### src/design/ctrl_pkg.sv
`default_nettype none

package ctrl_pkg;

	////////////////////////////////////////
	// Types

	typedef logic [1:0]         phase_t;     // AB encoder lines, idle high
	typedef logic signed [11:0] position_t;  // Spinner travel still owed
	typedef logic [7:0]         scan_code_t; // PS/2 set 2 code, also the mouse delta
	typedef logic [7:0]         dip_byte_t;

	// Step direction of a quadrature phase
	typedef enum logic {
		dial_fwd = 1'b0, // 00 -> 01 -> 11 -> 10
		dial_rev = 1'b1  // 00 -> 10 -> 11 -> 01
	} dial_dir_e;

	////////////////////////////////////////
	// Timing and constants

	localparam phase_t    PHASE_IDLE    = 2'b11;
	localparam int        CE_DIV_STEP   = 1500;  // 6 MHz enables per drain step
	localparam int        PAD_REPEAT    = 48000; // Roughly 8 ms, a mouse poll period
	localparam position_t PAD_STEP_SLOW = 12'sd4;
	localparam position_t PAD_STEP_FAST = 12'sd9;

	// Keyboard map
	localparam scan_code_t KEY_START1  = 8'h16; // 1
	localparam scan_code_t KEY_START2  = 8'h1E; // 2
	localparam scan_code_t KEY_COIN1   = 8'h2E; // 5
	localparam scan_code_t KEY_COIN2   = 8'h36; // 6
	localparam scan_code_t KEY_SERVICE = 8'h46; // 9
	localparam scan_code_t KEY_FAST    = 8'h11; // Alt
	localparam scan_code_t KEY_LEFT    = 8'h6B; // Cursor left
	localparam scan_code_t KEY_RIGHT   = 8'h74; // Cursor right
	localparam scan_code_t KEY_FIRE    = 8'h29; // Space

	localparam logic [7:0] DIP_INDEX = 8'd254; // Download slot of the DIP bank
	localparam int         DIP_BANKS = 8;

endpackage

`default_nettype wire

### src/design/arcade_inputs_top.sv
`timescale 1ns/1ps
`default_nettype none

module arcade_inputs_top (
	input  wire                      CLK_12M,
	input  wire                      rst_n,
	input  wire [10:0]               ps2_key,
	input  wire [24:0]               ps2_mouse,
	input  wire [8:0]                joy,
	input  wire [3:0]                user_in,
	input  wire                      ioctl_wr,
	input  wire [7:0]                ioctl_index,
	input  wire [24:0]               ioctl_addr,
	input  wire ctrl_pkg::dip_byte_t ioctl_dout,
	output wire ctrl_pkg::phase_t    spinner,
	output wire                      use_io,
	output wire                      btn_shot_n,
	output wire                      btn_1p_start_n,
	output wire                      btn_2p_start_n,
	output wire                      coin1,
	output wire                      coin2,
	output wire                      btn_service_n,
	output wire ctrl_pkg::dip_byte_t dip_sw
);
	import ctrl_pkg::*;

	logic      m_left;
	logic      m_right;
	logic      m_fast;
	logic      emu_step;
	dial_dir_e emu_dir;
	logic      emu_activity;
	logic      raw_step;
	dial_dir_e raw_dir;
	phase_t    emu_phase; // Mouse and pad driven
	phase_t    raw_phase; // User port driven

	////////////////////////////////////////
	// Buttons

	player_controls player_controls_i (
		.CLK_12M        (CLK_12M),
		.rst_n          (rst_n),
		.ps2_key        (ps2_key),
		.joy            (joy),
		.mouse_btn      (ps2_mouse[1:0]),
		.fire_pin_n     (user_in[3]),
		.m_left         (m_left),
		.m_right        (m_right),
		.m_fast         (m_fast),
		.btn_shot_n     (btn_shot_n),
		.btn_1p_start_n (btn_1p_start_n),
		.btn_2p_start_n (btn_2p_start_n),
		.coin1          (coin1),
		.coin2          (coin2),
		.btn_service_n  (btn_service_n)
	);

	////////////////////////////////////////
	// Emulated spinner

	spinner_emulator spinner_emulator_i (
		.CLK_12M      (CLK_12M),
		.rst_n        (rst_n),
		.mouse_toggle (ps2_mouse[24]),
		.mouse_dx     (ps2_mouse[15:8]),
		.mouse_sign   (ps2_mouse[4]),
		.m_left       (m_left),
		.m_right      (m_right),
		.m_fast       (m_fast),
		.emu_step     (emu_step),
		.emu_dir      (emu_dir),
		.emu_activity (emu_activity)
	);

	quadrature_phase emu_phase_i (
		.CLK_12M (CLK_12M),
		.rst_n   (rst_n),
		.step    (emu_step),
		.dir     (emu_dir),
		.phase   (emu_phase)
	);

	////////////////////////////////////////
	// Physical encoder

	encoder_reducer encoder_reducer_i (
		.CLK_12M  (CLK_12M),
		.rst_n    (rst_n),
		.enc_pins (user_in[1:0]),
		.raw_step (raw_step),
		.raw_dir  (raw_dir)
	);

	quadrature_phase raw_phase_i (
		.CLK_12M (CLK_12M),
		.rst_n   (rst_n),
		.step    (raw_step),
		.dir     (raw_dir),
		.phase   (raw_phase)
	);

	spinner_select spinner_select_i (
		.CLK_12M      (CLK_12M),
		.rst_n        (rst_n),
		.enc_pins     (user_in[1:0]),
		.emu_activity (emu_activity),
		.emu_phase    (emu_phase),
		.raw_phase    (raw_phase),
		.spinner      (spinner),
		.use_io       (use_io)
	);

	// DIP bank from the download stream
	dip_switch_bank dip_switch_bank_i (
		.CLK_12M     (CLK_12M),
		.rst_n       (rst_n),
		.ioctl_wr    (ioctl_wr),
		.ioctl_index (ioctl_index),
		.ioctl_addr  (ioctl_addr),
		.ioctl_dout  (ioctl_dout),
		.dip_sw      (dip_sw)
	);

endmodule

`default_nettype wire

### src/design/dip_switch_bank.sv
`timescale 1ns/1ps
`default_nettype none

module dip_switch_bank (
	input  wire                      CLK_12M,
	input  wire                      rst_n,
	input  wire                      ioctl_wr,
	input  wire [7:0]                ioctl_index,
	input  wire [24:0]               ioctl_addr,
	input  wire ctrl_pkg::dip_byte_t ioctl_dout,
	output ctrl_pkg::dip_byte_t      dip_sw
);
	import ctrl_pkg::*;

	dip_byte_t dip_mem [DIP_BANKS]; // Downloaded bytes, stored active low
	logic      dip_we;

	// Only the first eight addresses of slot 254
	assign dip_we = ioctl_wr && (ioctl_index == DIP_INDEX) && (ioctl_addr[24:3] == '0);

	always_ff @(posedge CLK_12M or negedge rst_n) begin
		if (!rst_n) begin
			for (int i = 0; i < DIP_BANKS; i++)
				dip_mem[i] <= '0;
		end else if (dip_we) begin
			dip_mem[ioctl_addr[2:0]] <= ioctl_dout;
		end
	end

	assign dip_sw = ~dip_mem[0]; // Core reads bank 0 inverted

endmodule

`default_nettype wire

### src/design/encoder_reducer.sv
`timescale 1ns/1ps
`default_nettype none

module encoder_reducer (
	input  wire                 CLK_12M,
	input  wire                 rst_n,
	input  wire [1:0]           enc_pins, // [0] A, [1] B
	output logic                raw_step,
	output ctrl_pkg::dial_dir_e raw_dir
);
	import ctrl_pkg::*;

	logic [1:0] pins_s;  // Pins sampled off the user port
	logic       enc_a_q; // A one sample back

	////////////////////////////////////////
	// Edges on A only, B just gives the sense
	// so a 600 line encoder reads as 300

	always_ff @(posedge CLK_12M or negedge rst_n) begin
		if (!rst_n) begin
			pins_s   <= 2'b11; // Open drain lines idle high
			enc_a_q  <= 1'b1;
			raw_step <= 1'b0;
			raw_dir  <= dial_fwd;
		end else begin
			pins_s   <= enc_pins;
			enc_a_q  <= pins_s[0];
			raw_step <= pins_s[0] != enc_a_q;
			// A unlike B after the edge means forward
			raw_dir  <= (pins_s[0] ^ pins_s[1]) ? dial_fwd : dial_rev;
		end
	end

endmodule

`default_nettype wire

### src/design/player_controls.sv
`timescale 1ns/1ps
`default_nettype none

module player_controls (
	input  wire        CLK_12M,
	input  wire        rst_n,
	input  wire [10:0] ps2_key,    // [10] event toggle, [9] pressed, [7:0] code
	input  wire [8:0]  joy,
	input  wire [1:0]  mouse_btn,
	input  wire        fire_pin_n, // Cabinet fire on the user port
	output logic       m_left,
	output logic       m_right,
	output logic       m_fast,
	output logic       btn_shot_n,
	output logic       btn_1p_start_n,
	output logic       btn_2p_start_n,
	output logic       coin1,
	output logic       coin2,
	output logic       btn_service_n
);
	import ctrl_pkg::*;

	logic       key_old;   // Last seen event toggle
	logic       key_event;
	scan_code_t key_code;
	logic       key_pressed;
	logic       kb_fire, kb_left, kb_right, kb_fast;
	logic       kb_coin1, kb_coin2, kb_service, kb_start1, kb_start2;

	assign key_event   = ps2_key[10] != key_old; // Any edge is one key event
	assign key_code    = ps2_key[7:0];
	assign key_pressed = ps2_key[9];

	////////////////////////////////////////
	// Keyboard, one held level per key

	always_ff @(posedge CLK_12M or negedge rst_n) begin
		if (!rst_n) begin
			key_old    <= 1'b0;
			kb_fire    <= 1'b0;
			kb_left    <= 1'b0;
			kb_right   <= 1'b0;
			kb_fast    <= 1'b0;
			kb_coin1   <= 1'b0;
			kb_coin2   <= 1'b0;
			kb_service <= 1'b0;
			kb_start1  <= 1'b0;
			kb_start2  <= 1'b0;
		end else begin
			key_old <= ps2_key[10];
			if (key_event) begin
				case (key_code) // Make sets the level, break clears it
					KEY_START1:  kb_start1  <= key_pressed;
					KEY_START2:  kb_start2  <= key_pressed;
					KEY_COIN1:   kb_coin1   <= key_pressed;
					KEY_COIN2:   kb_coin2   <= key_pressed;
					KEY_SERVICE: kb_service <= key_pressed;
					KEY_FAST:    kb_fast    <= key_pressed;
					KEY_LEFT:    kb_left    <= key_pressed;
					KEY_RIGHT:   kb_right   <= key_pressed;
					KEY_FIRE:    kb_fire    <= key_pressed;
					default:     ;          // Other keys ignored
				endcase
			end
		end
	end

	////////////////////////////////////////
	// Source merge

	assign m_left  = kb_left  | joy[1];
	assign m_right = kb_right | joy[0];
	assign m_fast  = kb_fast  | joy[5];

	// Fire comes from four places, the pin is already active low
	assign btn_shot_n     = ~(kb_fire | joy[4] | (|mouse_btn) | ~fire_pin_n);
	assign btn_1p_start_n = ~(kb_start1 | joy[6]);
	assign btn_2p_start_n = ~(kb_start2 | joy[8]);
	assign btn_service_n  = ~kb_service;
	assign coin1          = kb_coin1 | joy[7]; // Coins go to the core active high
	assign coin2          = kb_coin2;

endmodule

`default_nettype wire

### src/design/quadrature_phase.sv
`timescale 1ns/1ps
`default_nettype none

module quadrature_phase (
	input  wire                      CLK_12M,
	input  wire                      rst_n,
	input  wire                      step,
	input  wire ctrl_pkg::dial_dir_e dir,
	output ctrl_pkg::phase_t         phase
);
	import ctrl_pkg::*;

	logic   rev;
	phase_t phase_next;

	assign rev = (dir == dial_rev);

	// Gray walk, one line changes per step
	always_comb begin
		case ({rev, phase})
			3'b0_00: phase_next = 2'b01;
			3'b0_01: phase_next = 2'b11;
			3'b0_11: phase_next = 2'b10;
			3'b0_10: phase_next = 2'b00;
			3'b1_00: phase_next = 2'b10; // Reverse walk
			3'b1_10: phase_next = 2'b11;
			3'b1_11: phase_next = 2'b01;
			3'b1_01: phase_next = 2'b00;
			default: phase_next = phase;
		endcase
	end

	always_ff @(posedge CLK_12M or negedge rst_n) begin
		if (!rst_n)
			phase <= PHASE_IDLE;
		else if (step)
			phase <= phase_next;
	end

	a_gray_step: assert property (@(posedge CLK_12M) disable iff (!rst_n)
		$changed(phase) |-> $past(step) && ($countones(phase ^ $past(phase)) == 1));

endmodule

`default_nettype wire

### src/design/spinner_emulator.sv
`timescale 1ns/1ps
`default_nettype none

module spinner_emulator (
	input  wire                   CLK_12M,
	input  wire                   rst_n,
	input  wire                   mouse_toggle, // Flips once per mouse report
	input  wire ctrl_pkg::scan_code_t mouse_dx,
	input  wire                   mouse_sign,
	input  wire                   m_left,
	input  wire                   m_right,
	input  wire                   m_fast,
	output logic                  emu_step,     // One quadrature step
	output ctrl_pkg::dial_dir_e   emu_dir,
	output logic                  emu_activity  // Mouse report or pad tick
);
	import ctrl_pkg::*;

	logic        ce_6m;      // Half rate enable
	logic [10:0] step_div;   // Counts enables between drain steps
	logic [15:0] pad_cnt;    // D-pad repeat counter
	logic        mouse_old;
	position_t   position;
	position_t   mouse_delta;
	position_t   pad_load;
	logic        pad_held;
	logic        pad_tick;
	logic        mouse_event;
	logic        step_due;

	// Sign extend the 9 bit mouse delta
	assign mouse_delta = {{4{mouse_sign}}, mouse_dx};
	assign pad_held    = m_left | m_right;
	assign pad_tick    = pad_held && (pad_cnt == 16'(PAD_REPEAT - 1));
	assign mouse_event = ce_6m && (mouse_old != mouse_toggle);

	// Right turns positive, left negative
	always_comb begin
		if (m_right)
			pad_load = m_fast ? PAD_STEP_FAST : PAD_STEP_SLOW;
		else
			pad_load = m_fast ? -PAD_STEP_FAST : -PAD_STEP_SLOW;
	end

	// Drain one count per divider wrap while travel is owed
	assign step_due = ce_6m && (step_div == '0) && (position != '0);

	////////////////////////////////////////
	// Accumulator and strobes

	always_ff @(posedge CLK_12M or negedge rst_n) begin
		if (!rst_n) begin
			ce_6m        <= 1'b0;
			step_div     <= '0;
			pad_cnt      <= '0;
			mouse_old    <= 1'b0;
			position     <= '0;
			emu_step     <= 1'b0;
			emu_dir      <= dial_fwd;
			emu_activity <= 1'b0;
		end else begin
			ce_6m        <= ~ce_6m;
			emu_step     <= step_due;                  // Phase moves the cycle after
			emu_activity <= mouse_event || (ce_6m && pad_held);
			if (step_due)
				emu_dir <= position[11] ? dial_fwd : dial_rev; // Negative spins forward

			if (ce_6m) begin
				if (step_div == 11'(CE_DIV_STEP - 1))
					step_div <= '0;
				else
					step_div <= step_div + 11'd1;

				if (step_due) begin
					if (position[11])
						position <= position + 12'sd1;
					else
						position <= position - 12'sd1;
				end

				mouse_old <= mouse_toggle;
				// Top bits apart means near overflow, drop the report
				if (mouse_event && (position[11] == position[10]))
					position <= position + mouse_delta;

				if (pad_held) begin
					if (pad_tick) begin
						pad_cnt  <= '0;
						position <= pad_load; // Load, not add
					end else begin
						pad_cnt <= pad_cnt + 16'd1;
					end
				end else begin
					pad_cnt <= '0; // Release restarts the repeat
				end
			end
		end
	end

	// Each drain step takes one count off the travel, in the step's direction
	a_drain_one: assert property (@(posedge CLK_12M) disable iff (!rst_n)
		emu_step && !$past(mouse_event) && !$past(ce_6m && pad_tick) |->
		position == $past(position) + ((emu_dir == dial_fwd) ? 12'sd1 : -12'sd1));

endmodule

`default_nettype wire

### src/design/spinner_select.sv
`timescale 1ns/1ps
`default_nettype none

module spinner_select (
	input  wire                   CLK_12M,
	input  wire                   rst_n,
	input  wire [1:0]             enc_pins,
	input  wire                   emu_activity,
	input  wire ctrl_pkg::phase_t emu_phase,
	input  wire ctrl_pkg::phase_t raw_phase,
	output ctrl_pkg::phase_t      spinner,
	output logic                  use_io       // 1 selects the physical encoder
);
	logic [1:0] pins_q;
	logic       pin_change;

	assign pin_change = pins_q != enc_pins;

	always_ff @(posedge CLK_12M or negedge rst_n) begin
		if (!rst_n) begin
			pins_q <= 2'b11;
			use_io <= 1'b0;
		end else begin
			pins_q <= enc_pins;
			if (pin_change)
				use_io <= 1'b1; // Encoder motion takes priority
			else if (emu_activity)
				use_io <= 1'b0;
		end
	end

	assign spinner = use_io ? raw_phase : emu_phase;

	// Outside a handover the output walks one Gray step at a time
	a_out_gray: assert property (@(posedge CLK_12M) disable iff (!rst_n)
		$changed(spinner) && $stable(use_io) |-> $countones(spinner ^ $past(spinner)) == 1);

endmodule

`default_nettype wire

### config.mk
export PLATFORM = sky130hd
export DESIGN_NAME = arcade_inputs_top
export DESIGN_NICKNAME = d
export VERILOG_FILES = /design/src/design/ctrl_pkg.sv /design/src/design/arcade_inputs_top.sv /design/src/design/dip_switch_bank.sv /design/src/design/encoder_reducer.sv /design/src/design/player_controls.sv /design/src/design/quadrature_phase.sv /design/src/design/spinner_emulator.sv /design/src/design/spinner_select.sv
export SDC_FILE = /design/constraint.sdc
export NUM_CORES = 1
export LEC_CHECK = 0
export BUFFER_PORTS_ARGS = -buffer_cell sky130_fd_sc_hd__buf_4
export CORE_ASPECT_RATIO = 1.1
export CORE_MARGIN = 1.5
export CORE_UTILIZATION = 32
export CTS_CLUSTER_SIZE = 28
export DETAILED_ROUTE_END_ITERATION = 10
export GPL_ROUTABILITY_DRIVEN = 0
export PLACE_DENSITY = 0.54
export SYNTH_ARGS = -nofsm -noshare
export SYNTH_HDL_FRONTEND = slang
export SYNTH_SLANG_ARGS = --single-unit
### constraint.sdc
create_clock -name CLK_12M -period 4.95 [get_ports CLK_12M]
set_clock_uncertainty 0.2 [all_clocks]
set_input_delay 0.99 -clock CLK_12M [delete_from_list [all_inputs] [get_ports CLK_12M]]
set_output_delay 0.99 -clock CLK_12M [all_outputs]
set_load 0.005 [all_outputs]
==> flow_summary_export.csv, run 1 <==
group,metric,value,unit
logic_synthesis,synth_area_leaders,"dfrtp_1 34%, ha_1 7.0%, mux2_2 5.1%, dfstp_2 3.8%, xnor2_1 3.6%",
power_and_ir_drop,switching_share,0.261,
logic_synthesis,synth_cells,512,
power_and_ir_drop,p_int,1.15,mW
run_status,outcome,"finished clean",
grt,grt_pass1_vias,4482,
worst_setup_path,rr_startpoint,"spinner_emulator_i.position[11]$_DFFE_PN0P_",
worst_setup_path,critPathCaptureType,"register",
cells_and_area,fillers,1433,
sta,hold_viol,0,
sta,max_freq,0.332,GHz
routing,wl_per_cell,15.9,um
cells_and_area,post-route-cell-area,0.00601,sq mm
die,rows,46,
sta,finalSetupTns,0,ns
cells_and_area,area_growth,24.8,%
job,maxCapViolations,0,
sta,grt_setup_unrepaired,"no",
logic_synthesis,synthSimpleGateAreaFrac,0.214,
placement,place_area,0.00570,sq mm
logic_synthesis,ys_seq_area_frac,0.376,
die,dieArea,0.0158,sq mm
worst_setup_path,critPathLaunch,"ps2_mouse[8]",
clock_network,clk_pin_slew,0.06,ns
logic_synthesis,synth_top_family_by_area,"simple AND/OR/NAND/NOR gates",
power_and_ir_drop,irDropWorstVdd,0.165,mV
worst_setup_path,reg2reg_slack,1.98,ns
routing,drtAntennaViolNets,0,
worst_setup_path,r2r_end,"spinner_emulator_i.position[8]$_DFFE_PN0P_",
clock_network,cts-root-buf,"clkbuf_16",
logic_synthesis,yosys.area.top_type,"dfrtp_1",
placement,io_buffer_count,92,
worst_setup_path,cp.arrival,3.07,ns
power_and_ir_drop,power_density,258,mW/mm^2
routing,dr_total_vias,4309,
logic_synthesis,async_reset_ff_frac,1.00,
clock_network,cts.sinks,72,
routing,via_per_inst,5.37,
logic_synthesis,synth_compound_area_frac,0.184,
worst_setup_path,start_kind,"input pin",
worst_setup_path,r2r_cells,6,
grt,gr-usage-all-layers,0.165,
grt,antenna_found_initial,0,
die,core,0.0146,sq mm
sta,period_share,0.609,
sta,slew_headroom,0.311,
cells_and_area,fin_nets,727,
die,start_util,0.331,
placement,dp_hpwl,9480,um
logic_synthesis,yosys_warnings,0,
clock_network,cts_made_buffers,9,
clock_network,htree_levels,3,
worst_setup_path,worstPathMaxFanout,3,
power_and_ir_drop,p_total,1.55,mW
power_and_ir_drop,combPwrFrac,0.136,
worst_setup_path,critPathKind,"in -> reg",
logic_synthesis,synthMuxAreaShare,0.0556,
die,io_pins,110,
sta,hold-worst-slack,0.205,ns
die,die_w,120,um
clock_network,clk_path_buf_depth,2,
placement,dp_slack,1.67,ns
clock_network,cts_hold_repair.buffers,0,
worst_setup_path,cp-endpoint,"spinner_emulator_i.position[10]$_DFFE_PN0P_",
routing,drt_first_pass_iters,4,
logic_synthesis,synth_top_area_share,0.337,
logic_synthesis,ys_ff_latch,72,
routing,drt_iter0_drc,183,
sta,setup_ws,1.94,ns
power_and_ir_drop,power_frac_seq,0.425,
routing,drc_errors,0,
worst_setup_path,required,5.01,ns
clock_network,cts_setup_buffers,0,
worst_hold_path,holdCritPathClass,"reg -> reg",
logic_synthesis,ys_types,74,
logic_synthesis,synth_edf_count,0,
clock_network,cts_tree,"done",
sta,tightest_slew,1.03,ns
grt,grt_pass1_wl,21200,um
logic_synthesis,synth_nets,634,
grt,grt_max_degree,73,
power_and_ir_drop,p_clk_frac,0.439,
cells_and_area,diodes,0,
clock_network,clock_latency,0.34,ns
clock_network,post_cts_resized,0,
logic_synthesis,synth-adder-area-share,0.0784,
sta,drv_slew,0,
power_and_ir_drop,switchingPower,404,uW
cells_and_area,drive_above_1_share,0.259,
die,die_h,132,um
logic_synthesis,synth_ff_type,"dfrtp_1",
power_and_ir_drop,cellLeakagePower,2.64,nW
routing,wirelength,12800,um
sta,setup_viol,0,
logic_synthesis,synth_area,0.00482,sq mm
grt,overflow,0,
logic_synthesis,avgSynthCellArea,9.41,sq um
sta,min_period,3.01,ns
logic_synthesis,synth-xor-area-share,0.0618,
-- synth_stat cells (6+ instances only) --
master and n:
inv_1 22, or3_1 6, xnor2_1 20, o21ai_0 30, nor4_1 17, dfstp_2 7, nor3_1 12, a31oi_1 10
nor2_1 35, nand3_1 18, mux2_2 22, o21a_1 6, and3_1 10, nand4_1 8, a21o_1 6, ha_1 27
xor2_1 14, nand2_1 37, dfrtp_1 65, nand2b_1 8, o31ai_1 9, o211ai_1 6, a21oi_1 22
-- per-layer routing --
layer | GRT usage | wire length [um]
met5 | 0 | 0
met1 | 0.205 | 5530
met4 | 0.0635 | 288
met3 | 0.0399 | 702
met2 | 0.276 | 6270
-- per-stage QoR --
stage | util | std cells
6_report | 0.413 | 802
4_1_cts | 0.413 | 802
5_1_grt | 0.413 | 802
3_5_place_dp | 0.392 | 786
3_3_place_gp | 0.392 | 786
2_1_floorplan | - | 512
-- worst min path at each step --
stage,cells after the start,slack (ns),start,to
floorplan,0,0.18,spinner_select_i.pins_q[0]$_DFF_PN1_,encoder_reducer_i.enc_a_q$_DFF_PN1_
global placement,0,0.19,spinner_select_i.pins_q[0]$_DFF_PN1_,encoder_reducer_i.enc_a_q$_DFF_PN1_
detailed placement,0,0.20,spinner_select_i.pins_q[0]$_DFF_PN1_,encoder_reducer_i.enc_a_q$_DFF_PN1_
CTS,0,0.21,spinner_select_i.pins_q[0]$_DFF_PN1_,encoder_reducer_i.enc_a_q$_DFF_PN1_
global route,0,0.22,spinner_select_i.pins_q[0]$_DFF_PN1_,encoder_reducer_i.enc_a_q$_DFF_PN1_
finish,0,0.21,spinner_select_i.pins_q[0]$_DFF_PN1_,encoder_reducer_i.enc_a_q$_DFF_PN1_
-- layout make-up --
| class | instances | area (sq um) | area share |
|---|---|---|---|
| multi-input combinational | 405 | 2860 | 0.476 |
| inverter | 23 | 86.3 | 0.0144 |
| sequential | 72 | 1810 | 0.301 |
| tap | 192 | 240 | 0.0399 |
| clock buffer | 9 | 225 | 0.0374 |
| clock inverter | 7 | 85.1 | 0.0141 |
| timing repair buffer | 94 | 706 | 0.117 |
-- flip-flops by register name, indices dropped and copies added, names as in the netlist, 2 cells and up --
register and count:
spinner_select_i.pins_q 2, raw_phase_i.phase 2, spinner_emulator_i.position 12, dip_switch_bank_i.dip_mem 8
spinner_emulator_i.pad_cnt 16, emu_phase_i.phase 2, spinner_emulator_i.step_div 11
-- power groups by stage --
| stage | Combinational, mW | Clock (mW) | Sequential, mW |
|---|---|---|---|
| finish | 0.211 | 0.680 | 0.658 |
| global route | 0.236 | 0.725 | 0.663 |
| CTS | 0.213 | 0.699 | 0.658 |
| detailed placement | 0.213 | 0 | 0.668 |
| global placement | 0.207 | 0 | 0.666 |
| floorplan | 0.114 | 0 | 0.659 |
-- cell usage in the layout (no fill, tap or decap), types with 6 or more instances in the layout --
cell	count
nand3_1	18
nor4_1	17
nand4_1	8
o21ai_0	30
inv_1	22
nand2_1	37
o211ai_1	6
xor2_1	14
mux2_2	22
ha_1	27
and3_1	10
clkbuf_16	9
dfstp_2	7
a21o_1	6
o21a_1	6
nand2b_1	8
buf_4	94
a21oi_1	22
xnor2_1	20
nor3_1	12
dfrtp_1	65
o31ai_1	9
a31oi_1	10
nor2_1	35
or3_1	6
-- cell families (layout without fill, tap and decap cells) --
| logic type | Yosys count | after routing |
|---|---|---|
| multiplexers | 24 | 24 |
| adder cells (fa/ha/maj) | 29 | 29 |
| AO/OA/AOI/OAI | 132 | 132 |
| flip-flops | 72 | 72 |
| AND/OR/NAND/NOR | 186 | 186 |
| buffers and inverters | 35 | 133 |
| XOR/XNOR | 34 | 34 |
-- worst max-delay path, cell delays in order --
cell and delay [ns]:
buf_4 0.08, ha_1 0.18, inv_1 0.06, fa_1 0.41, nor2b_1 0.19, o2111ai_1 0.22, a21oi_1 0.37, nor4_1 0.09
or3_1 0.33, a31oi_1 0.14
Power figures use the tool's default switching activity.
==> inputs of run 2 (changes only) <==
Clock period 4.95 ns to 3 ns, I/O delays scaled along.
==> run 2 against run 1 <==
Compared with the run above:
- register-to-register slack worse by 1.8 ns
- combinational power rose by 68%
- sequential power rose by 64%
- via count decreased by 1.1%
- cell count rose by 2.0%
- largest cell class unchanged
- sequential share of layout area shrank 0.67 points
- largest power group unchanged
- design area up 2.3%
- first-iteration DRC count shrank 7.1%
- global-route usage down 0.14 points
- sequential cell count is the same
- highest routed layer unchanged
- core utilization increased by 0.95 points
==> flow_summary_export.csv, run 2 (synthesis results as in run 1) <==
group,metric,value,unit
clock_network,clk_path_buf_depth,2,
worst_setup_path,rr_startpoint,"spinner_emulator_i.position[11]$_DFFE_PN0P_",
clock_network,cts_hold_repair.buffers,0,
run_status,outcome,"finished clean",
cells_and_area,fin_cells,818,
placement,io_buffer_count,92,
cells_and_area,diodes,0,
power_and_ir_drop,cellLeakagePower,2.71,nW
worst_setup_path,r2r_end,"spinner_emulator_i.position[6]$_DFFE_PN0P_",
die,io_pins,110,
routing,dr_total_vias,4262,
worst_setup_path,critPathTopFamily,"compound AO/OA/AOI/OAI gates",
routing,drc_errors,0,
sta,period_share,0.941,
cells_and_area,final_util,0.422,
routing,via_per_inst,5.21,
cells_and_area,area_growth,27.6,%
placement,dp_cells,797,
worst_setup_path,critPathBufInv,1,
routing,wl_per_cell,15.3,um
sta,hold_viol,0,
grt,overflow,0,
power_and_ir_drop,p_total,2.54,mW
grt,grt_pass1_vias,4296,
sta,setup_viol,0,
grt,grt_pass1_wl,21000,um
power_and_ir_drop,irDropWorstVdd,0.213,mV
grt,gr-usage-all-layers,0.164,
sta,setup_ws,0.176,ns
clock_network,htree_levels,3,
die,dieArea,0.0158,sq mm
worst_setup_path,cp.arrival,2.85,ns
die,die_w,120,um
worst_setup_path,critPathKind,"reg -> reg",
grt,antenna_found_initial,0,
clock_network,cts_made_buffers,9,
sta,tightest_slew,0.672,ns
sta,min_period,2.82,ns
worst_hold_path,holdCritPathClass,"in -> async",
power_and_ir_drop,power_density,412,mW/mm^2
cells_and_area,largest_reg_flops,16,
placement,dp_slack,0.199,ns
job,maxCapViolations,0,
worst_setup_path,r2r_cells,8,
routing,wirelength,12500,um
clock_network,clock_latency,0.33,ns
routing,drt_iter0_drc,170,
worst_setup_path,cp.depth,8,
cells_and_area,fin_nets,743,
grt,grt_max_degree,42,
clock_network,cts-root-buf,"clkbuf_16",
worst_setup_path,slowest_stage,"fa_1",
die,start_util,0.331,
routing,drt_first_pass_iters,4,
worst_setup_path,required,3.02,ns
worst_setup_path,worstPathMaxFanout,5,
cells_and_area,regMostFlops,"spinner_emulator_i.pad_cnt",
sta,drv_slew,0,
worst_setup_path,start_kind,"register",
worst_setup_path,reg2reg_slack,0.18,ns
routing,drtAntennaViolNets,0,
clock_network,clk_pin_slew,0.06,ns
cells_and_area,drive_above_1_share,0.280,
worst_setup_path,critPathCaptureType,"register",
worst_setup_path,cp_cell_sequence,"clkinvlp_4, fa_1, a211oi_4, o21bai_1, a21oi_1, xnor2_1, a211o_2, a221o_1",
cells_and_area,reg_top3,"spinner_emulator_i.pad_cnt: 16 flops, spinner_emulator_i.position: 12 flops, spinner_emulator_i.step_div: 11 flops",
clock_network,cts_tree,"done",
clock_network,cts.sinks,72,
cells_and_area,final_common_cell,"buf_4",
die,rows,46,
sta,max_freq,0.354,GHz
die,core,0.0146,sq mm
die,die_h,132,um
placement,dp_hpwl,9480,um
worst_setup_path,max_stage_delay,0.50,ns
sta,slew_headroom,0.546,
cells_and_area,final_cell_mix,"108 x buf_4, 65 x dfrtp_1, 37 x nand2_1, 35 x nor2_1, 30 x o21ai_0",
cells_and_area,fillers,1440,
run 2: changes by cell type in the layout (fill, tap and decap cells not counted), sizes merged:
cell and change:
buf +15, clkinv +3, clkinvlp +1, inv -3
run 2: per-stage QoR:
stage	TNS [ns]	area [sq um]	hold slack (ns)
2_1_floorplan	0	4820	0.104
3_3_place_gp	0	5800	0.194
3_5_place_dp	0	5800	0.198
4_1_cts	0	6100	0.0206
5_1_grt	-0.0126	6150	0.0264
6_report	0	6150	0.00997
run 2: final cells by class:
| cell class | instances | area, sq um | share of cell area |
|---|---|---|---|
| clock buffers | 9 | 225 | 0.0366 |
| repair buffers | 109 | 831 | 0.135 |
| multi-input cells | 405 | 2870 | 0.467 |
| well taps | 192 | 240 | 0.0390 |
| clock inverters | 7 | 80.1 | 0.0130 |
| repair inverters | 1 | 5.00 | 0.000814 |
| inverters | 23 | 90.1 | 0.0146 |
| flip-flops and latches | 72 | 1810 | 0.294 |
run 2: worst max path at each step:
stage	to	slack [ns]	startpoint
2_1_floorplan	spinner_emulator_i.position[6]$_DFFE_PN0P_	0.48	spinner_emulator_i.position[11]$_DFFE_PN0P_
3_3_place_gp	spinner_emulator_i.position[10]$_DFFE_PN0P_	0.19	ps2_mouse[8]
3_5_place_dp	spinner_emulator_i.position[7]$_DFFE_PN0P_	0.20	ps2_mouse[9]
4_1_cts	spinner_emulator_i.position[6]$_DFFE_PN0P_	0.21	spinner_emulator_i.position[11]$_DFFE_PN0P_
5_1_grt	spinner_emulator_i.position[8]$_DFFE_PN0P_	-0.01	spinner_emulator_i.position[11]$_DFFE_PN0P_
6_report	spinner_emulator_i.position[6]$_DFFE_PN0P_	0.18	spinner_emulator_i.position[11]$_DFFE_PN0P_
run 2: repair_timing:
item / 4_1_cts / 5_1_grt
setup endpoints to repair: 0 / 2
setup buffers: 0 / 4
gates resized for setup: 0 / 3
hold endpoints to repair: 0 / 0
run 2: worst register-to-register path: stages, from the launching register on:
cell        delay (ns)
dfrtp_1           0.48
clkinvlp_4        0.24
fa_1              0.50
a211oi_4          0.28
o21bai_1          0.11
a21oi_1           0.18
xnor2_1           0.08
a211o_2           0.35
a221o_1           0.29
run 2: power by group:
part           internal [mW]  switching (mW)  total (mW)  leakage (nW)
sequential              1.03          0.0511        1.08         0.912
combinational          0.202           0.152       0.354          1.65
clock                  0.654           0.444        1.10         0.148
total                   1.89           0.647        2.54          2.71
run 2: layer usage:
metal / routed length (um) / vias up / track usage
li1: - / 2126 / -
met1: 5730 / 2025 / 0.207
met2: 6030 / 96 / 0.270
met3: 583 / 15 / 0.0490
met4: 175 / 0 / 0.0496
met5: 0 / - / 0
